## src/source/bypass_pkg.sv

```systemverilog
`default_nettype none

package bypass_pkg;

    // datapath width shared by the register file, the lanes and the data memory.
    localparam int data_w = 32;

    typedef logic [4:0] reg_addr_t;

    // zero-extended load offset.
    typedef logic [5:0] imm_t;

    typedef enum logic [2:0] {
        OP_NOP  = 3'd0,
        OP_ADD  = 3'd1,
        OP_SUB  = 3'd2,
        OP_AND  = 3'd3,
        OP_OR   = 3'd4,
        OP_LOAD = 3'd5
    } op_t;

    // old is slot 0, first in program order. young is slot 1.
    typedef enum logic [2:0] {
        FWD_NONE           = 3'd0,
        FWD_EX_YOUNG_ALU   = 3'd1,
        FWD_EX_OLD_ALU     = 3'd2,
        FWD_MEM_YOUNG_ALU  = 3'd3,
        FWD_MEM_YOUNG_LOAD = 3'd4,
        FWD_MEM_OLD_ALU    = 3'd5,
        FWD_MEM_OLD_LOAD   = 3'd6
    } fwd_sel_t;

    // a nonzero dst on any op except OP_NOP writes the register file.
    typedef struct packed {
        op_t       op;
        reg_addr_t rs;
        reg_addr_t rt;
        reg_addr_t dst;
        imm_t      imm;
    } instr_t;

endpackage

`default_nettype wire

```

## src/source/lane_result_if.sv

```systemverilog
`default_nettype none

interface lane_result_if import bypass_pkg::*; ();

    logic              valid;
    logic              w_ena;     // already qualified by valid and a nonzero dst.
    reg_addr_t         dst;
    logic              is_load;
    logic [data_w-1:0] alu_res;   // holds the load address in execute when is_load is set.
    logic [data_w-1:0] load_data;

    modport producer (
        output valid,
        output w_ena,
        output dst,
        output is_load,
        output alu_res,
        output load_data
    );

    modport consumer (
        input  valid,
        input  w_ena,
        input  dst,
        input  is_load,
        input  alu_res,
        input  load_data
    );

endinterface

`default_nettype wire

```

## src/source/exec_lane.sv

```systemverilog
`default_nettype none

module exec_lane import bypass_pkg::*; #(
    parameter  int mem_depth = 64,
    localparam int addr_w    = $clog2(mem_depth)
) (
    input  logic              clk,
    input  logic              rst_n,
    input  logic              flush,
    input  logic              id_valid,
    input  instr_t            id_instr,
    input  logic [data_w-1:0] opa,
    input  logic [data_w-1:0] opb,
    lane_result_if.producer   ex_res,
    lane_result_if.producer   mem_res,
    output logic [addr_w-1:0] mem_addr,
    input  logic [data_w-1:0] mem_rdata,
    output logic              wb_valid,
    output reg_addr_t         wb_dst,
    output logic [data_w-1:0] wb_data
);

    logic              ex_valid;
    op_t               ex_op;
    reg_addr_t         ex_dst;
    imm_t              ex_imm;
    logic [data_w-1:0] ex_opa;
    logic [data_w-1:0] ex_opb;
    logic [data_w-1:0] alu_out;

    logic              mem_valid;
    reg_addr_t         mem_dst;
    logic              mem_is_load;
    logic [data_w-1:0] mem_alu;

    always_ff @(posedge clk or negedge rst_n) begin
        if (!rst_n) begin
            ex_valid  <= 1'b0;
            mem_valid <= 1'b0;
            wb_valid  <= 1'b0;
        end else begin
            ex_valid  <= id_valid & ~flush; // a flush leaves a bubble in execute.
            mem_valid <= ex_valid;
            wb_valid  <= mem_valid;
        end
    end

    always_ff @(posedge clk) begin
        ex_op   <= id_instr.op;
        ex_dst  <= (id_instr.op == OP_NOP) ? reg_addr_t'(0) : id_instr.dst;
        ex_imm  <= id_instr.imm;
        ex_opa  <= opa;
        ex_opb  <= opb;
        mem_dst     <= ex_dst;
        mem_is_load <= (ex_op == OP_LOAD);
        mem_alu     <= alu_out;
        wb_dst  <= mem_dst;
        wb_data <= mem_is_load ? mem_rdata : mem_alu;
    end

    always_comb begin
        unique case (ex_op)
            OP_ADD:  alu_out = ex_opa + ex_opb;
            OP_SUB:  alu_out = ex_opa - ex_opb;
            OP_AND:  alu_out = ex_opa & ex_opb;
            OP_OR:   alu_out = ex_opa | ex_opb;
            OP_LOAD: alu_out = ex_opa + data_w'(ex_imm); // the offset is zero-extended.
            default: alu_out = '0;
        endcase
    end

    assign ex_res.valid     = ex_valid;
    assign ex_res.w_ena     = ex_valid & (ex_dst != '0);
    assign ex_res.dst       = ex_dst;
    assign ex_res.is_load   = (ex_op == OP_LOAD);
    assign ex_res.alu_res   = alu_out;
    assign ex_res.load_data = '0;

    assign mem_addr = mem_alu[addr_w-1:0];

    assign mem_res.valid     = mem_valid;
    assign mem_res.w_ena     = mem_valid & (mem_dst != '0);
    assign mem_res.dst       = mem_dst;
    assign mem_res.is_load   = mem_is_load;
    assign mem_res.alu_res   = mem_alu;
    assign mem_res.load_data = mem_rdata;

    a_load_in_range: assert property (@(posedge clk) disable iff (!rst_n)
        (mem_valid && mem_is_load) |-> (mem_alu < mem_depth))
        else $error("load address %0h is outside the data memory.", mem_alu);

endmodule

`default_nettype wire

```

## src/flat_wrapper.sv

```systemverilog
// flat-port wrapper written by rule: the top's interface ports become plain ports
module exec_lane_flat import bypass_pkg::*;
#(
    parameter  int mem_depth = 64,
    localparam int addr_w    = $clog2(mem_depth)
)
  (clk, rst_n, flush, id_valid, id_instr, opa, opb, mem_addr, mem_rdata, wb_valid, wb_dst, wb_data, ex_res_valid, ex_res_w_ena, ex_res_dst, ex_res_is_load, ex_res_alu_res, ex_res_load_data, mem_res_valid, mem_res_w_ena, mem_res_dst, mem_res_is_load, mem_res_alu_res, mem_res_load_data);
  lane_result_if ex_res_i ();
  lane_result_if mem_res_i ();
  input  logic clk;
  input  logic rst_n;
  input  logic flush;
  input  logic id_valid;
  input  instr_t id_instr;
  input  logic [data_w-1:0] opa;
  input  logic [data_w-1:0] opb;
  output logic [addr_w-1:0] mem_addr;
  input  logic [data_w-1:0] mem_rdata;
  output logic wb_valid;
  output reg_addr_t wb_dst;
  output logic [data_w-1:0] wb_data;
  output wire logic [$bits(ex_res_i.valid)-1:0] ex_res_valid;
  output wire logic [$bits(ex_res_i.w_ena)-1:0] ex_res_w_ena;
  output wire logic [$bits(ex_res_i.dst)-1:0] ex_res_dst;
  output wire logic [$bits(ex_res_i.is_load)-1:0] ex_res_is_load;
  output wire logic [$bits(ex_res_i.alu_res)-1:0] ex_res_alu_res;
  output wire logic [$bits(ex_res_i.load_data)-1:0] ex_res_load_data;
  output wire logic [$bits(mem_res_i.valid)-1:0] mem_res_valid;
  output wire logic [$bits(mem_res_i.w_ena)-1:0] mem_res_w_ena;
  output wire logic [$bits(mem_res_i.dst)-1:0] mem_res_dst;
  output wire logic [$bits(mem_res_i.is_load)-1:0] mem_res_is_load;
  output wire logic [$bits(mem_res_i.alu_res)-1:0] mem_res_alu_res;
  output wire logic [$bits(mem_res_i.load_data)-1:0] mem_res_load_data;
  assign ex_res_valid = ex_res_i.valid;
  assign ex_res_w_ena = ex_res_i.w_ena;
  assign ex_res_dst = ex_res_i.dst;
  assign ex_res_is_load = ex_res_i.is_load;
  assign ex_res_alu_res = ex_res_i.alu_res;
  assign ex_res_load_data = ex_res_i.load_data;
  assign mem_res_valid = mem_res_i.valid;
  assign mem_res_w_ena = mem_res_i.w_ena;
  assign mem_res_dst = mem_res_i.dst;
  assign mem_res_is_load = mem_res_i.is_load;
  assign mem_res_alu_res = mem_res_i.alu_res;
  assign mem_res_load_data = mem_res_i.load_data;
  exec_lane #(.mem_depth(mem_depth)) u_core (.clk(clk), .rst_n(rst_n), .flush(flush), .id_valid(id_valid), .id_instr(id_instr), .opa(opa), .opb(opb), .ex_res(ex_res_i), .mem_res(mem_res_i), .mem_addr(mem_addr), .mem_rdata(mem_rdata), .wb_valid(wb_valid), .wb_dst(wb_dst), .wb_data(wb_data));
endmodule
```

## config.mk

```make
export PLATFORM = sky130hd
export DESIGN_NAME = exec_lane_flat
export DESIGN_NICKNAME = d
export VERILOG_FILES = /design/src/source/bypass_pkg.sv /design/src/source/lane_result_if.sv /design/src/source/exec_lane.sv /design/src/flat_wrapper.sv
export SDC_FILE = /design/constraint.sdc
export NUM_CORES = 1
export LEC_CHECK = 0
export BUFFER_PORTS_ARGS = -buffer_cell sky130_fd_sc_hd__buf_2
export CORE_ASPECT_RATIO = 1.2
export CORE_UTILIZATION = 35
export CTS_BUF_LIST = sky130_fd_sc_hd__clkbuf_4 sky130_fd_sc_hd__clkbuf_8
export DETAILED_ROUTE_END_ITERATION = 16
export PLACE_DENSITY_LB_ADDON = 0.15
export SETUP_SLACK_MARGIN = 0.4
export SLEW_MARGIN = 20
export SYNTH_ARGS = -nofsm -noshare
export SYNTH_HDL_FRONTEND = slang
export SYNTH_SLANG_ARGS = --single-unit
```

## constraint.sdc

```tcl
create_clock -name clk -period 4.18 [get_ports clk]
set_input_delay 0.418 -clock clk [delete_from_list [all_inputs] [get_ports clk]]
set_output_delay 0.418 -clock clk [all_outputs]
set_load 0.1 [all_outputs]
```

==> results.ini <==
[run_status]
outcome = complete, but fails checks
failed_checks = setup timing

[global_routing]
grt_pass1_vias = 7179
groute.usage.overall_pct = 21.0
grt_pass1_wl_um = 35900
grt_max_degree = 38
overflow = 0
antenna_found_initial = 1

[final_layout]
drive_gt1_share_pct = 56.5
diodes = 0
area_growth_pct = 62.3
nets = 1394
design_area_mm2 = 0.0123
fill_cells = 1791

[detailed_routing]
wirelength_um = 24000
route.vias.total = 7530
ant_nets = 0
first_pass_iters = 5
detail_route.iter0.violations = 371
drc = 0
via_per_inst = 4.98
wl_per_cell_um = 15.9

[logic_synthesis]
synth_cell_types = 55
yosys_warnings = 0
synth_edf_count = 0
async_reset_ff_share_pct = 1.92
syn_area_mm2 = 0.00759
synth_area_leaders = dfxtp_1 (40%), buf_4 (6.9%), ha_1 (6.6%)
ys_seq_area_share_pct = 41.3
avgSynthCellArea_um2 = 8.94
synth_top_area_share_pct = 40.3
ys_ff_latch = 156
synth_flop_cell = dfxtp_1
post-synth-top-area-cell = dfxtp_1
postSynthCellCount = 849

[critical_path]
max_stage_delay_ps = 470
worst_setup_path_end_kind = output pin
crit_top_cell = or3_4
setup.worst_path.start_class = flop
worstPathRequired_ps = 3760
arrival_ps = 4700
worstSetupPathType = reg -> out
cp_max_fo = 4
slowest_stage = or4_4
path_cells = or3_4 > or4_4 > or3_4 > o21ai_2 > xor2_1 > nor2_1 > ha_1 > nand2_1 > o21ai_1 > a221o_1 > o21ai_2 > or3_4 > a21oi_4 > a2111oi_1 > a221o_2 > buf_12

[cts]
cts_root_buf = clkbuf_8
cts_max_level = 4
clock-sinks = 156
clk_pin_slew_ps = 100
cts.path.max_buffers = 2
insertion_delay_ps = 470
cts_tree = built
cts_made_buffers = 17

[timing]
worstMarginPinSlew_ps = 844
slew_headroom_pct = 43.8
post-route-min-period_ps = 5120
period_share_pct = 122
rsz0062_at_grt = true
fin_skew_ps = 13.3
drv_slew = 0
fin_tns_setup_ps = -13710
final.hold.worst_slack_ps = 45.9
layout_setup_ws_ps = -939
fmax_ghz = 0.195
final-hold-violation-count = 0
setup_viol = 23

[min_path]
hold_path.class = in -> reg

[floorplanning]
num_rows = 58
die_width_um = 136
die_area_mm2 = 0.0223
io_pins = 312
start_util_pct = 36.0
core_mm2 = 0.0211
fp.dieH_um = 163

[pwr]
comb_power_share_pct = 52.0
vdd_ir_drop_max_mv = 0.320
p_int_uw = 3150
power_frac_seq_pct = 28.4
p_total_uw = 6110
p_clk_share_pct = 19.7
p_sw_uw = 2950
power_leakage_uw = 0.00551
p_sw_share_pct = 48.3
pwr_density_cell_mw_per_mm2 = 496

[placement]
place_area_mm2 = 0.0105
port_buffers = 269
dpl.hpwl_um = 17600
dp_slack_ps = -491
gp_congestion = 0.860

[run]
cap_violations = 0

area by class of cell:
cell class              count  area (um^2)  area share [%]
flip-flops and latches    156         3160            25.6
inverters                  20         80.1           0.650
clock inverters            13          158            1.28
multi-input cells         602         5170            42.0
well taps                 270          338            2.74
repair buffers            432         3160            25.6
clock buffers              19          262            2.12
logic make-up after synthesis:
| logic type | Yosys count | share of synthesized area [%] |
|---|---|---|
| AO/OA/AOI/OAI | 218 | 18.0 |
| XOR/XNOR | 50 | 5.77 |
| adder cells (fa/ha/maj) | 41 | 6.86 |
| buffers and inverters | 122 | 9.49 |
| flip-flops | 156 | 41.3 |
| multiplexers | 34 | 5.01 |
| other | 1 | 0.0494 |
| AND/OR/NAND/NOR | 227 | 13.5 |
worst max-delay path: cells and delay by family, from the launching register on:
kind / cells / cell delay, ps
and+or+nand+nor: 6 / 1800
AOI/OAI and AO/OA: 7 / 1380
adders and majority gates: 1 / 370
DFF: 1 / 330
buffers and inverters: 1 / 180
xor gates and xnor gates: 1 / 170
per-layer routing:
metal	wire (um)	global-route usage, %
met1	9850	24.4
met2	12200	36.9
met4	559	8.08
met5	11	0
met3	1330	4.69
sequential cells by signal, summed over array words and instances, names as in the netlist:
name,cells
u_core.ex_res.valid,1
u_core.ex_res.dst,5
u_core.mem_res.valid,1
u_core.wb_valid,1
u_core.ex_imm,6
u_core.wb_dst,5
u_core.ex_op,3
u_core.mem_res.dst,5
u_core.wb_data,32
u_core.ex_opb,32
u_core.mem_res.is_load,1
u_core.ex_opa,32
u_core.mem_res.alu_res,32
path summary, 6_finish.rpt:
path	start	endpoint	slack (ps)	cells after the start
setup / recovery	u_core.ex_opb[6]$_DFF_P_	ex_res_alu_res[28]	-940	16
hold reg to reg	u_core.ex_res.dst[2]$_SDFF_PN0_	u_core.mem_res.dst[2]$_DFF_P_	370	0
max in group asynchronous	rst_n	u_core.ex_res.valid$_DFF_PN0_	3810	2
hold / removal	opa[25]	u_core.ex_opa[25]$_DFF_P_	50	1
min in group asynchronous	rst_n	u_core.mem_res.valid$_DFF_PN0_	270	2
setup reg to reg	u_core.ex_opb[6]$_DFF_P_	u_core.mem_res.alu_res[27]$_DFF_P_	-50	20
power groups by stage:
| stage | registers, uW | logic, uW | clock network, uW |
|---|---|---|---|
| final | 1730 | 3170 | 1200 |
| after global routing | 1750 | 3310 | 1310 |
| after CTS | 1730 | 3000 | 1240 |
| after detailed placement | 1760 | 2850 | 0 |
| after global placement | 1760 | 2830 | 0 |
| after floorplan | 2570 | 1380 | 0 |
cells in the final DEF (no fill, tap or decap), types with 8 or more instances in the layout:
cell	count
buf_4	138
clkbuf_8	19
ha_1	30
nand3_1	13
a21oi_1	27
inv_1	15
buf_2	237
a31oi_1	13
buf_6	22
xnor2_2	11
nand2_1	22
o21ai_2	8
ha_4	8
nor2_1	107
a211oi_2	9
a21oi_4	20
a21oi_2	25
xor2_1	15
conb_1	32
dfxtp_2	8
o21ai_0	14
o22ai_1	9
nor2_2	13
o211ai_1	8
xnor2_1	18
buf_12	31
mux2_2	32
dfxtp_1	143
a31oi_2	11
cell usage after synthesis, drive strengths merged, types with 19 or more instances:
master / instances
a21oi: 72
a31oi: 28
buf: 76
clkbuf: 26
dfxtp: 153
ha: 40
inv: 19
mux2: 32
nand2: 32
nor2: 127
o21ai: 30
xnor2: 30
xor2: 20
through the flow:
step                      instances  utilization (%)
after global placement         1437             49.7
final                          1512             58.3
after global routing           1512             58.3
after floorplan                 880                -
after CTS                      1493             55.3
after detailed placement       1437             49.7
timing repair:
action	4_1_cts	5_1_grt
buffers inserted	23	19
hold buffers	1	0
setup endpoints to repair	43	44
endpoints found under the hold margin	3	0
gates cloned	0	0
resized for setup	125	99
pin swaps	75	76
No activity file was read; power rests on OpenSTA's default activity.
