### src/source/bypass_pkg.sv
`default_nettype none

package bypass_pkg;

    // datapath width shared by the register file, the lanes and the data memory.
    localparam int data_w = 32;

    typedef logic [4:0] reg_addr_t;

    // zero-extended load offset.
    typedef logic [5:0] imm_t;

    typedef enum logic [2:0] {
        OP_NOP  = 3'd0,
        OP_ADD  = 3'd1,
        OP_SUB  = 3'd2,
        OP_AND  = 3'd3,
        OP_OR   = 3'd4,
        OP_LOAD = 3'd5
    } op_t;

    // old is slot 0, first in program order. young is slot 1.
    typedef enum logic [2:0] {
        FWD_NONE           = 3'd0,
        FWD_EX_YOUNG_ALU   = 3'd1,
        FWD_EX_OLD_ALU     = 3'd2,
        FWD_MEM_YOUNG_ALU  = 3'd3,
        FWD_MEM_YOUNG_LOAD = 3'd4,
        FWD_MEM_OLD_ALU    = 3'd5,
        FWD_MEM_OLD_LOAD   = 3'd6
    } fwd_sel_t;

    // a nonzero dst on any op except OP_NOP writes the register file.
    typedef struct packed {
        op_t       op;
        reg_addr_t rs;
        reg_addr_t rt;
        reg_addr_t dst;
        imm_t      imm;
    } instr_t;

endpackage

`default_nettype wire

### src/source/lane_result_if.sv
`default_nettype none

interface lane_result_if import bypass_pkg::*; ();

    logic              valid;
    logic              w_ena;     // already qualified by valid and a nonzero dst.
    reg_addr_t         dst;
    logic              is_load;
    logic [data_w-1:0] alu_res;   // holds the load address in execute when is_load is set.
    logic [data_w-1:0] load_data;

    modport producer (
        output valid,
        output w_ena,
        output dst,
        output is_load,
        output alu_res,
        output load_data
    );

    modport consumer (
        input  valid,
        input  w_ena,
        input  dst,
        input  is_load,
        input  alu_res,
        input  load_data
    );

endinterface

`default_nettype wire

### src/source/operand_forward.sv
`default_nettype none

module operand_forward import bypass_pkg::*; (
    input  reg_addr_t       id_rs,
    input  reg_addr_t       id_rt,
    lane_result_if.consumer ex_old,
    lane_result_if.consumer ex_young,
    lane_result_if.consumer mem_old,
    lane_result_if.consumer mem_young,
    output fwd_sel_t        fwd_rs,
    output fwd_sel_t        fwd_rt,
    output logic            stall_req
);

    logic rs_hit_ex_young;
    logic rs_hit_ex_old;
    logic rs_hit_mem_young_alu;
    logic rs_hit_mem_young_load;
    logic rs_hit_mem_old_alu;
    logic rs_hit_mem_old_load;

    logic rt_hit_ex_young;
    logic rt_hit_ex_old;
    logic rt_hit_mem_young_alu;
    logic rt_hit_mem_young_load;
    logic rt_hit_mem_old_alu;
    logic rt_hit_mem_old_load;

    // younger slot before older slot, execute before memory.
    function automatic fwd_sel_t encode_sel(
        input logic hit_ex_young,
        input logic hit_ex_old,
        input logic hit_mem_young_alu,
        input logic hit_mem_young_load,
        input logic hit_mem_old_alu,
        input logic hit_mem_old_load
    );
        fwd_sel_t sel;
        if (hit_ex_young) begin
            sel = FWD_EX_YOUNG_ALU;
        end else if (hit_ex_old) begin
            sel = FWD_EX_OLD_ALU;
        end else if (hit_mem_young_alu) begin
            sel = FWD_MEM_YOUNG_ALU;
        end else if (hit_mem_young_load) begin
            sel = FWD_MEM_YOUNG_LOAD;
        end else if (hit_mem_old_alu) begin
            sel = FWD_MEM_OLD_ALU;
        end else if (hit_mem_old_load) begin
            sel = FWD_MEM_OLD_LOAD;
        end else begin
            sel = FWD_NONE;
        end
        return sel;
    endfunction

    assign rs_hit_ex_young = ex_young.w_ena & (ex_young.dst == id_rs);
    assign rs_hit_ex_old   = ex_old.w_ena & (ex_old.dst == id_rs);
    assign rt_hit_ex_young = ex_young.w_ena & (ex_young.dst == id_rt);
    assign rt_hit_ex_old   = ex_old.w_ena & (ex_old.dst == id_rt);

    // a memory-stage load can only supply its loaded word.
    assign rs_hit_mem_young_alu  = mem_young.w_ena & (mem_young.dst == id_rs) & ~mem_young.is_load;
    assign rs_hit_mem_young_load = mem_young.w_ena & (mem_young.dst == id_rs) & mem_young.is_load;
    assign rs_hit_mem_old_alu    = mem_old.w_ena & (mem_old.dst == id_rs) & ~mem_old.is_load;
    assign rs_hit_mem_old_load   = mem_old.w_ena & (mem_old.dst == id_rs) & mem_old.is_load;

    assign rt_hit_mem_young_alu  = mem_young.w_ena & (mem_young.dst == id_rt) & ~mem_young.is_load;
    assign rt_hit_mem_young_load = mem_young.w_ena & (mem_young.dst == id_rt) & mem_young.is_load;
    assign rt_hit_mem_old_alu    = mem_old.w_ena & (mem_old.dst == id_rt) & ~mem_old.is_load;
    assign rt_hit_mem_old_load   = mem_old.w_ena & (mem_old.dst == id_rt) & mem_old.is_load;

    assign fwd_rs = encode_sel(rs_hit_ex_young, rs_hit_ex_old, rs_hit_mem_young_alu,
                               rs_hit_mem_young_load, rs_hit_mem_old_alu, rs_hit_mem_old_load);
    assign fwd_rt = encode_sel(rt_hit_ex_young, rt_hit_ex_old, rt_hit_mem_young_alu,
                               rt_hit_mem_young_load, rt_hit_mem_old_alu, rt_hit_mem_old_load);

    // the loaded word is not ready until the memory stage.
    assign stall_req = ((rs_hit_ex_young | rt_hit_ex_young) & ex_young.is_load) |
                       ((rs_hit_ex_old | rt_hit_ex_old) & ex_old.is_load);

    always_comb begin
        assert (stall_req ||
                !((fwd_rs == FWD_EX_YOUNG_ALU && ex_young.is_load) ||
                  (fwd_rs == FWD_EX_OLD_ALU && ex_old.is_load)))
            else $error("rs takes a load address from execute without a stall.");
    end

endmodule

`default_nettype wire

### src/flat_wrapper.sv
// flat-port wrapper written by rule: the top's interface ports become plain ports
module operand_forward_flat import bypass_pkg::*;
  (id_rs, id_rt, fwd_rs, fwd_rt, stall_req, ex_old_valid, ex_old_w_ena, ex_old_dst, ex_old_is_load, ex_old_alu_res, ex_old_load_data, ex_young_valid, ex_young_w_ena, ex_young_dst, ex_young_is_load, ex_young_alu_res, ex_young_load_data, mem_old_valid, mem_old_w_ena, mem_old_dst, mem_old_is_load, mem_old_alu_res, mem_old_load_data, mem_young_valid, mem_young_w_ena, mem_young_dst, mem_young_is_load, mem_young_alu_res, mem_young_load_data);
  lane_result_if ex_old_i ();
  lane_result_if ex_young_i ();
  lane_result_if mem_old_i ();
  lane_result_if mem_young_i ();
  input  reg_addr_t id_rs;
  input  reg_addr_t id_rt;
  output fwd_sel_t fwd_rs;
  output fwd_sel_t fwd_rt;
  output logic stall_req;
  input wire logic [$bits(ex_old_i.valid)-1:0] ex_old_valid;
  input wire logic [$bits(ex_old_i.w_ena)-1:0] ex_old_w_ena;
  input wire logic [$bits(ex_old_i.dst)-1:0] ex_old_dst;
  input wire logic [$bits(ex_old_i.is_load)-1:0] ex_old_is_load;
  input wire logic [$bits(ex_old_i.alu_res)-1:0] ex_old_alu_res;
  input wire logic [$bits(ex_old_i.load_data)-1:0] ex_old_load_data;
  input wire logic [$bits(ex_young_i.valid)-1:0] ex_young_valid;
  input wire logic [$bits(ex_young_i.w_ena)-1:0] ex_young_w_ena;
  input wire logic [$bits(ex_young_i.dst)-1:0] ex_young_dst;
  input wire logic [$bits(ex_young_i.is_load)-1:0] ex_young_is_load;
  input wire logic [$bits(ex_young_i.alu_res)-1:0] ex_young_alu_res;
  input wire logic [$bits(ex_young_i.load_data)-1:0] ex_young_load_data;
  input wire logic [$bits(mem_old_i.valid)-1:0] mem_old_valid;
  input wire logic [$bits(mem_old_i.w_ena)-1:0] mem_old_w_ena;
  input wire logic [$bits(mem_old_i.dst)-1:0] mem_old_dst;
  input wire logic [$bits(mem_old_i.is_load)-1:0] mem_old_is_load;
  input wire logic [$bits(mem_old_i.alu_res)-1:0] mem_old_alu_res;
  input wire logic [$bits(mem_old_i.load_data)-1:0] mem_old_load_data;
  input wire logic [$bits(mem_young_i.valid)-1:0] mem_young_valid;
  input wire logic [$bits(mem_young_i.w_ena)-1:0] mem_young_w_ena;
  input wire logic [$bits(mem_young_i.dst)-1:0] mem_young_dst;
  input wire logic [$bits(mem_young_i.is_load)-1:0] mem_young_is_load;
  input wire logic [$bits(mem_young_i.alu_res)-1:0] mem_young_alu_res;
  input wire logic [$bits(mem_young_i.load_data)-1:0] mem_young_load_data;
  assign ex_old_i.valid = ex_old_valid;
  assign ex_old_i.w_ena = ex_old_w_ena;
  assign ex_old_i.dst = ex_old_dst;
  assign ex_old_i.is_load = ex_old_is_load;
  assign ex_old_i.alu_res = ex_old_alu_res;
  assign ex_old_i.load_data = ex_old_load_data;
  assign ex_young_i.valid = ex_young_valid;
  assign ex_young_i.w_ena = ex_young_w_ena;
  assign ex_young_i.dst = ex_young_dst;
  assign ex_young_i.is_load = ex_young_is_load;
  assign ex_young_i.alu_res = ex_young_alu_res;
  assign ex_young_i.load_data = ex_young_load_data;
  assign mem_old_i.valid = mem_old_valid;
  assign mem_old_i.w_ena = mem_old_w_ena;
  assign mem_old_i.dst = mem_old_dst;
  assign mem_old_i.is_load = mem_old_is_load;
  assign mem_old_i.alu_res = mem_old_alu_res;
  assign mem_old_i.load_data = mem_old_load_data;
  assign mem_young_i.valid = mem_young_valid;
  assign mem_young_i.w_ena = mem_young_w_ena;
  assign mem_young_i.dst = mem_young_dst;
  assign mem_young_i.is_load = mem_young_is_load;
  assign mem_young_i.alu_res = mem_young_alu_res;
  assign mem_young_i.load_data = mem_young_load_data;
  operand_forward u_core (.id_rs(id_rs), .id_rt(id_rt), .ex_old(ex_old_i), .ex_young(ex_young_i), .mem_old(mem_old_i), .mem_young(mem_young_i), .fwd_rs(fwd_rs), .fwd_rt(fwd_rt), .stall_req(stall_req));
endmodule
### config.mk
export PLATFORM = sky130hd
export DESIGN_NAME = operand_forward_flat
export DESIGN_NICKNAME = d
export VERILOG_FILES = /design/src/source/bypass_pkg.sv /design/src/source/lane_result_if.sv /design/src/source/operand_forward.sv /design/src/flat_wrapper.sv
export SDC_FILE = /design/constraint.sdc
export NUM_CORES = 1
export LEC_CHECK = 0
export ABC_CLOCK_PERIOD_IN_PS = 2100
export BUFFER_PORTS_ARGS = -buffer_cell sky130_fd_sc_hd__buf_2
export CAP_MARGIN = 20
export CORE_AREA = 2 2 118 120
export DETAILED_ROUTE_END_ITERATION = 6
export DIE_AREA = 0 0 120 122
export PLACE_DENSITY = 0.4
export SYNTH_ARGS = -nofsm -noshare
export SYNTH_HDL_FRONTEND = slang
export SYNTH_SLANG_ARGS = --single-unit
### constraint.sdc
create_clock -name vclk -period 2.1
set_clock_uncertainty 0.1 [all_clocks]
set_input_delay 0.105 -clock vclk [all_inputs]
set_output_delay 0.105 -clock vclk [all_outputs]
set_load 0.005 [all_outputs]
==> flow_metrics.env, run 1 <==
export IMPL_final_cell_mix="buf_2, xor2_1, xnor2_1, nor2_1"
export IMPL_cp_slowest_stage_delay_ns=0.36
export IMPL_drt_first_iter_violations=10
export IMPL_core_region_area_um2=13500
export IMPL_final_setup_tns_ns=0
export IMPL_end_kind="primary output"
export IMPL_grt_setup_unrepaired="no"
export IMPL_pin_count_of_the_biggest_net_entering_global_routing=6
export IMPL_cp_required_ns=1.89
export IMPL_path_class="in -> out"
export IMPL_share_clk_of_total_power=0
export IMPL_ratio_of_routed_vias_to_standard_cells=2.49
export IMPL_design_area_um2=1100
export IMPL_combinationalPowerShare=1.000
export IMPL_seq_power_share=0
export IMPL_dpl_instance_area_um2=1090
export IMPL_place_port_buffers=45
export IMPL_power_switching_share=0.539
export IMPL_drt_total_wl_mm=3.35
export IMPL_timing_final_max_slew_violations=0
export IMPL_layout_cell_share_with_drive_strength_beyond_1=0.422
export IMPL_crit_chain="buf_2 -> xor2_1 -> nor4_2 -> o2111a_1 -> a211oi_1 -> nor2_1 -> buf_2"
export IMPL_max_freq_mhz=621
export IMPL_rows=43
export IMPL_timing_worst_slew_pin_value_ns=0.353
export IMPL_number_of_instances_in_the_synthesized_netlist=83
export IMPL_overflow_left_after_global_routing=0
export IMPL_post_route_drc_count=0
export IMPL_vias=770
export IMPL_synth_nets=381
export IMPL_die_area_um2=14600
export IMPL_fill_cells=1591
export IMPL_final_period_utilization=0.766
export IMPL_cell_internal_pwr_uw=82.8
export IMPL_floorplan_die_height_um=122
export IMPL_worst_ir_drop_on_vdd_uv=43.7
export IMPL_synth_distinct_cells=25
export IMPL_seq_cells=0
export IMPL_post_route_min_period_ns=1.61
export IMPL_synth_yosys_seq_area_share=0
export IMPL_critical_path_s_slowest_cell="nor4_2"
export IMPL_synth_cell_area_um2=644
export IMPL_grt_use_total=0.0425
export IMPL_max_slew_margin=0.763
export IMPL_post_cts_resize_count=0
export IMPL_final_seq_area_um2=0
export IMPL_leakagePower_nw=0.432
export IMPL_wl_per_cell_um=10.8
export IMPL_area_delta_synth_final_pct=70.3
export IMPL_synthDominantAreaCellType="xor2_1"
export IMPL_p_total_uw=179
export IMPL_layout_nets=428
export IMPL_cts_post_setup_buffers_inserted=0
export IMPL_critical_path_most_common_cell="buf_2"
export IMPL_synth_top_cells_by_area="xor2_1, xnor2_1, xnor2_2"
export IMPL_hold_violations=0
export IMPL_total_switching_power_uw=96.7
export IMPL_hpwlAfterDp_mm=3.20
export IMPL_cp_arrival_ns=1.40
export IMPL_grt_first_pass_wirelength_mm=4.74
export IMPL_yosys_area_top_type_share=0.313
export IMPL_final_common_cell="buf_2"
export IMPL_floorplan_initialDensity=0.0477
export IMPL_vias_in_the_first_global_route=796
export IMPL_maxCapViolations=0
export IMPL_power_per_cell_area_nw_per_um2=164
export IMPL_clkbuf_count=0
export IMPL_path_max_fanout=4
export IMPL_outcome="finished, final reports clean"
export IMPL_die_x_um=120
export IMPL_gp_routability_congestion=0.722
export IMPL_drt_pre_antenna_iters=4
export IMPL_top_level_ports=305
export IMPL_number_of_antenna_violations_at_the_first_check_in_global_routing=2
export IMPL_min_path_type="in -> out"
export IMPL_ant_nets=0
export IMPL_crit_path_start_kind="input port"
export IMPL_post_cts_hold_buffer_count=0
export IMPL_synth_avg_cell_area_um2=7.76
export IMPL_finalSetupViolations=0
export IMPL_yosysWarningCount=0
-- synthesized netlist by cell type --
cell and number:
nor2_1 6, nand2_1 4, o2111a_1 1, nand3b_1 1
and3_2 2, a211oi_1 2, and3_1 3, nor4_1 4
o2111ai_1 1, xor2_1 23, nand3_1 2, nor2b_1 2
nor3_1 1, o21ai_0 3, nor4_2 1, nand3_2 1
nand4_2 1, xnor2_1 14, o211ai_1 1, a21oi_1 2
xnor2_2 3, nor3_2 1, nand4b_1 1, o22a_1 1
o21ai_1 2
-- power groups by stage --
| stage | Combinational (mW) | Clock, mW | Sequential, mW |
|---|---|---|---|
| after floorplan | 0.0872 | 0 | 0 |
| after global placement | 0.179 | 0 | 0 |
| after detailed placement | 0.181 | 0 | 0 |
| after CTS | 0.182 | 0 | 0 |
| after global routing | 0.195 | 0 | 0 |
| final | 0.179 | 0.0000000636 | 0 |
-- per-layer routing --
| metal | GRT usage | vias up | wire length [µm] |
|---|---|---|---|
| met5 | 0 | - | 13 |
| met1 | 0.0592 | 348 | 1640 |
| met3 | 0.0140 | 2 | 230 |
| met4 | 0 | 2 | 2 |
| li1 | - | 389 | - |
| met2 | 0.0678 | 29 | 1460 |
-- path summary, 6_finish.rpt --
check / startpoint / to / depth (start not counted)
setup / recovery: id_rs[4] / fwd_rs[1] / 7
hold / removal: ex_young_is_load / stall_req / 4
-- area by class of cell --
type | count | area, µm² | area share
multi-input combinational | 83 | 644 | 0.587
tap | 180 | 225 | 0.205
antenna | 1 | 2.50 | 0.00228
timing repair buffer | 45 | 225 | 0.205
-- kinds of logic after synthesis --
kind of cell,count (synthesis),synth area share
AOI/OAI and AO/OA,13,0.134
xor gates and xnor gates,40,0.579
and+or+nand+nor,30,0.287
-- critical path: cells and delay by family --
family                 cells  cell delay, ns
XOR/XNOR                   1            0.16
AND/OR/NAND/NOR            2            0.51
buffers and inverters      2            0.30
AO/OA/AOI/OAI              2            0.35
-- metrics by stage --
stage | hold slack (ns) | utilization | cells | setup WS [ns]
2_1_floorplan | 0.215 | - | 83 | 0.934
3_3_place_gp | 0.424 | 0.0811 | 308 | 0.431
3_5_place_dp | 0.417 | 0.0811 | 308 | 0.458
4_1_cts | 0.418 | 0.0811 | 308 | 0.451
5_1_grt | 0.442 | 0.0811 | 308 | 0.265
6_report | 0.412 | 0.0813 | 309 | 0.491
No activity file was read; power rests on OpenSTA's default activity.
==> inputs of run 2 (changes only) <==
- ABC_CLOCK_PERIOD_IN_PS: 2100 -> 1400
- CORE_AREA: 2 2 118 120 -> 2 2 120 122
- DIE_AREA: 0 0 120 122 -> 0 0 122 124
- PLACE_DENSITY: 0.4 -> 0.41
- clock period: 2.1 -> 1.4 ns (I/O delays scaled with it)
==> run 2 against run 1 <==
Net effect: the flow now finishes with violations (setup timing); via count rose by 9.9%; cell count rose by 5.2%; power rose to 2.6 times the previous value; non-clock buffer count rose by 17; combinational power rose to 2.6 times the previous value; flip-flop and latch count did not move; routed wire length rose by 13%; first-iteration DRC count rose by 130%; critical path depth did not move.
==> flow_metrics.env, run 2 (synthesis results as in run 1) <==
export IMPL_layout_nets=445
export IMPL_combinationalPowerShare=1.000
export IMPL_seq_power_share=0
export IMPL_grt_use_total=0.0475
export IMPL_worst_ir_drop_on_vdd_uv=75.9
export IMPL_worst_hold_path_endpoint="stall_req"
export IMPL_core_region_area_um2=13700
export IMPL_min_path_type="in -> out"
export IMPL_leakagePower_nw=0.657
export IMPL_maxCapViolations=0
export IMPL_layout_cell_share_with_drive_strength_beyond_1=0.724
export IMPL_cp_slowest_stage_delay_ns=0.32
export IMPL_worst_slack_setup_final_ns=-0.0149
export IMPL_ant_nets=0
export IMPL_rows=43
export IMPL_vias_in_the_first_global_route=902
export IMPL_die_x_um=122
export IMPL_power_per_cell_area_nw_per_um2=271
export IMPL_drt_total_wl_mm=3.78
export IMPL_end_kind="primary output"
export IMPL_timing_worst_slew_pin_value_ns=0.319
export IMPL_post_route_min_period_ns=1.41
export IMPL_wl_per_cell_um=11.6
export IMPL_grt_setup_unrepaired="yes"
export IMPL_hold_violations=0
export IMPL_max_freq_mhz=707
export IMPL_hpwlAfterDp_mm=3.48
export IMPL_top_level_ports=305
export IMPL_power_switching_share=0.447
export IMPL_critical_path_s_slowest_cell="nor4_4"
export IMPL_path_max_fanout=2
export IMPL_final_cell_mix="buf_2, buf_4, xor2_1, buf_6, xnor2_1"
export IMPL_overflow_left_after_global_routing=0
export IMPL_worst_path_buf_inv=2
export IMPL_multiInputGateArea_um2=950
export IMPL_die_area_um2=15100
export IMPL_floorplan_die_height_um=124
export IMPL_design_area_um2=1730
export IMPL_area_delta_synth_final_pct=168
export IMPL_outcome="complete, but fails checks"
export IMPL_fin_hold_ws_ns=0.345
export IMPL_timing_final_max_slew_violations=0
export IMPL_drt_first_iter_violations=23
export IMPL_cp_required_ns=1.23
export IMPL_crit_chain="buf_8 -> xor2_2 -> nor4_4 -> o2111a_1 -> a21oi_1 -> nor3_2 -> buf_2"
export IMPL_gp_routability_congestion=0.809
export IMPL_final_seq_area_um2=0
export IMPL_worst_path_dominant_cell_family="simple AND/OR/NAND/NOR gates"
export IMPL_drt_pre_antenna_iters=4
export IMPL_vias=846
export IMPL_seq_cells=0
export IMPL_final_cells=325
export IMPL_crit_path_start_kind="input port"
export IMPL_cell_internal_pwr_uw=259
export IMPL_pin_count_of_the_biggest_net_entering_global_routing=5
export IMPL_hold_depth=4
export IMPL_failing_checks="setup timing"
export IMPL_path_class="in -> out"
export IMPL_max_slew_margin=0.787
export IMPL_dp_cells=323
export IMPL_ratio_of_routed_vias_to_standard_cells=2.60
export IMPL_cp_arrival_ns=1.24
export IMPL_final_setup_tns_ns=-0.0370
export IMPL_finalSetupViolations=3
export IMPL_share_clk_of_total_power=0
export IMPL_fill_cells=1563
export IMPL_p_total_uw=469
export IMPL_post_cts_hold_buffer_count=0
export IMPL_antennaDiodeCount=0
export IMPL_number_of_antenna_violations_at_the_first_check_in_global_routing=0
export IMPL_timing_critical_path_from="mem_old_dst[4]"
export IMPL_final_period_utilization=1.01
export IMPL_grt_first_pass_wirelength_mm=5.39
export IMPL_post_route_drc_count=0
export IMPL_dpl_instance_area_um2=1210
export IMPL_clkbuf_count=0
export IMPL_total_switching_power_uw=210
export IMPL_worstHoldStart="ex_young_is_load"
export IMPL_floorplan_initialDensity=0.0470
export IMPL_final_common_cell="buf_2"
export IMPL_place_port_buffers=45
==> run 2: layout make-up <==
cell class / count / share of cell area
repair buffers: 62 / 0.321
well taps: 180 / 0.130
multi-input cells: 83 / 0.549
==> run 2: power by group through the flow <==
stage	clock (mW)	combinational [mW]	sequential [mW]
2_1_floorplan	0	0.131	0
3_3_place_gp	0	0.307	0
3_5_place_dp	0	0.308	0
4_1_cts	0	0.404	0
5_1_grt	0	0.504	0
6_report	0	0.469	0
==> run 2: layer usage <==
metal	track usage	wire, µm
met5	0	0
met3	0.0252	450
met2	0.0712	1680
met4	0.00359	0
met1	0.0629	1650
==> run 2: how the worst max path moves through the flow <==
stage                      endpoint  slack, ns  cells after the start
final                     fwd_rs[2]      -0.01                      7
after CTS                 fwd_rs[0]      -0.04                      7
after global routing      fwd_rs[2]      -0.13                      7
after floorplan           fwd_rs[1]       0.30                      5
after global placement    fwd_rt[2]      -0.24                      7
after detailed placement  fwd_rt[1]      -0.17                      7
==> run 2: stage by stage <==
step / worst slack (ns) / utilization
2_1_floorplan: 0.304 / -
4_1_cts: -0.0398 / 0.110
6_report: -0.0149 / 0.126
3_5_place_dp: -0.171 / 0.0880
5_1_grt: -0.129 / 0.126
3_3_place_gp: -0.239 / 0.0880
==> run 2: repair_timing <==
action / in CTS / in global routing
buffers inserted: 4 / 0
gates resized for setup: 64 / 46
endpoints found under the setup margin: 7 / 7
pin swaps: 25 / 24
==> inputs of run 3 (changes only) <==
- SKIP_LAST_GASP: default -> 1
==> run 3 against run 2 <==
Net effect: the run still ends with setup timing left; count of clock-buffer cells in the layout unchanged; utilization down 0.76 points; sequential share of layout area unchanged; final area decreased by 6.0%; first-iteration DRC count increased by 120%; flip-flop and latch count is the same; fmax shrank 0.91%; largest cell class unchanged; global-route usage about the same.
==> flow_metrics.env, run 3 (synthesis results as in run 1) <==
export IMPL_clkbuf_count=0
export IMPL_vias_in_the_first_global_route=903
export IMPL_power_switching_share=0.455
export IMPL_worst_slack_setup_final_ns=-0.0279
export IMPL_grt_first_pass_wirelength_mm=5.38
export IMPL_failing_checks="setup timing"
export IMPL_rows=43
export IMPL_post_route_drc_count=0
export IMPL_seq_cells=0
export IMPL_timing_worst_slew_pin_value_ns=0.323
export IMPL_place_port_buffers=45
export IMPL_final_cell_mix="buf_2, buf_4, xor2_1, buf_6"
export IMPL_fill_cells=1571
export IMPL_crit_path_start_kind="input port"
export IMPL_layout_cell_share_with_drive_strength_beyond_1=0.717
export IMPL_vias=834
export IMPL_pin_count_of_the_biggest_net_entering_global_routing=5
export IMPL_top_level_ports=305
export IMPL_outcome="complete, but fails checks"
export IMPL_total_switching_power_uw=195
export IMPL_post_route_min_period_ns=1.43
export IMPL_maxCapViolations=0
export IMPL_end_kind="primary output"
export IMPL_final_common_cell="buf_2"
export IMPL_finalSetupViolations=3
export IMPL_drt_total_wl_mm=3.73
export IMPL_die_area_um2=15100
export IMPL_cp_arrival_ns=1.26
export IMPL_die_x_um=122
export IMPL_seq_power_share=0
export IMPL_min_path_type="in -> out"
export IMPL_grt_setup_unrepaired="yes"
export IMPL_multiInputGateArea_um2=888
export IMPL_overflow_left_after_global_routing=0
export IMPL_floorplan_die_height_um=124
export IMPL_number_of_antenna_violations_at_the_first_check_in_global_routing=1
export IMPL_path_class="in -> out"
export IMPL_area_delta_synth_final_pct=152
export IMPL_fin_util=0.118
export IMPL_wl_per_cell_um=11.5
export IMPL_timing_final_max_slew_violations=0
export IMPL_antennaDiodeCount=0
export IMPL_ant_nets=0
export IMPL_layout_nets=445
export IMPL_max_slew_margin=0.783
export IMPL_hpwlAfterDp_mm=3.48
export IMPL_power_per_cell_area_nw_per_um2=263
export IMPL_final_seq_area_um2=0
export IMPL_share_clk_of_total_power=0
export IMPL_combinationalPowerShare=1.000
export IMPL_post_cts_hold_buffer_count=0
export IMPL_leakagePower_nw=0.635
export IMPL_floorplan_initialDensity=0.0470
export IMPL_cell_internal_pwr_uw=233
export IMPL_hold_violations=0
export IMPL_final_period_utilization=1.02
export IMPL_max_freq_mhz=700
export IMPL_ratio_of_routed_vias_to_standard_cells=2.57
export IMPL_grt_use_total=0.0474
export IMPL_path_max_fanout=4
export IMPL_cp_required_ns=1.23
export IMPL_drt_first_iter_violations=50
export IMPL_gp_routability_congestion=0.809
export IMPL_drt_pre_antenna_iters=4
export IMPL_core_region_area_um2=13700
export IMPL_worst_ir_drop_on_vdd_uv=62.7
export IMPL_final_setup_tns_ns=-0.0546
==> run 3: cell counts in the layout (fill, tap and decap cells not counted) <==
Identical to the previous run, type by type.
==> run 3: layout make-up <==
cell class	count	area share
Multi-Input combinational cell	83	0.547
Timing Repair Buffer	62	0.315
Tap cell	180	0.139
==> run 3: path summary, 6_finish.rpt <==
check                         from         to  slack (ns)  cells after the start
setup / recovery          id_rt[2]  fwd_rt[0]       -0.03                      7
hold / removal    ex_young_is_load  stall_req        0.34                      4
==> run 3: critical path: stages <==
cell	delay, ns
buf_2	0.15
xnor2_2	0.17
nand3_2	0.11
o211ai_1	0.32
o22a_1	0.23
o21ai_4	0.07
buf_2	0.13
==> run 3: metal layers <==
metal  track usage  share of wire  up-vias  routed length (µm)
met5             0              0        -                   0
met4       0.00359         0.0067        0                  25
met3        0.0252           0.13        2                 490
met2        0.0712           0.43       40                1600
met1        0.0626           0.43      376                1610
li1              -              -      416                   -
==> run 3: metrics by stage <==
stage	power, mW	instance area (µm²)	worst slack [ns]	instances	hold WS, ns
final	0.428	1630	-0.0279	325	0.344
after global routing	0.461	1630	-0.125	325	0.389
after CTS	0.402	1510	-0.0398	325	0.367
after detailed placement	0.308	1210	-0.171	323	0.366
after global placement	0.307	1210	-0.239	323	0.377
after floorplan	0.131	644	0.304	83	0.145
==> run 3: power groups by stage <==
stage	sequential, mW	combinational, mW	clock (mW)
after floorplan	0	0.131	0
after global placement	0	0.307	0
after detailed placement	0	0.308	0
after CTS	0	0.402	0
after global routing	0	0.461	0
final	0	0.428	0
==> run 3: timing repair <==
action | in CTS | in global routing
resized for setup | 63 | 26
setup buffers | 4 | 0
pin swaps | 25 | 13
endpoints found under the setup margin | 7 | 7
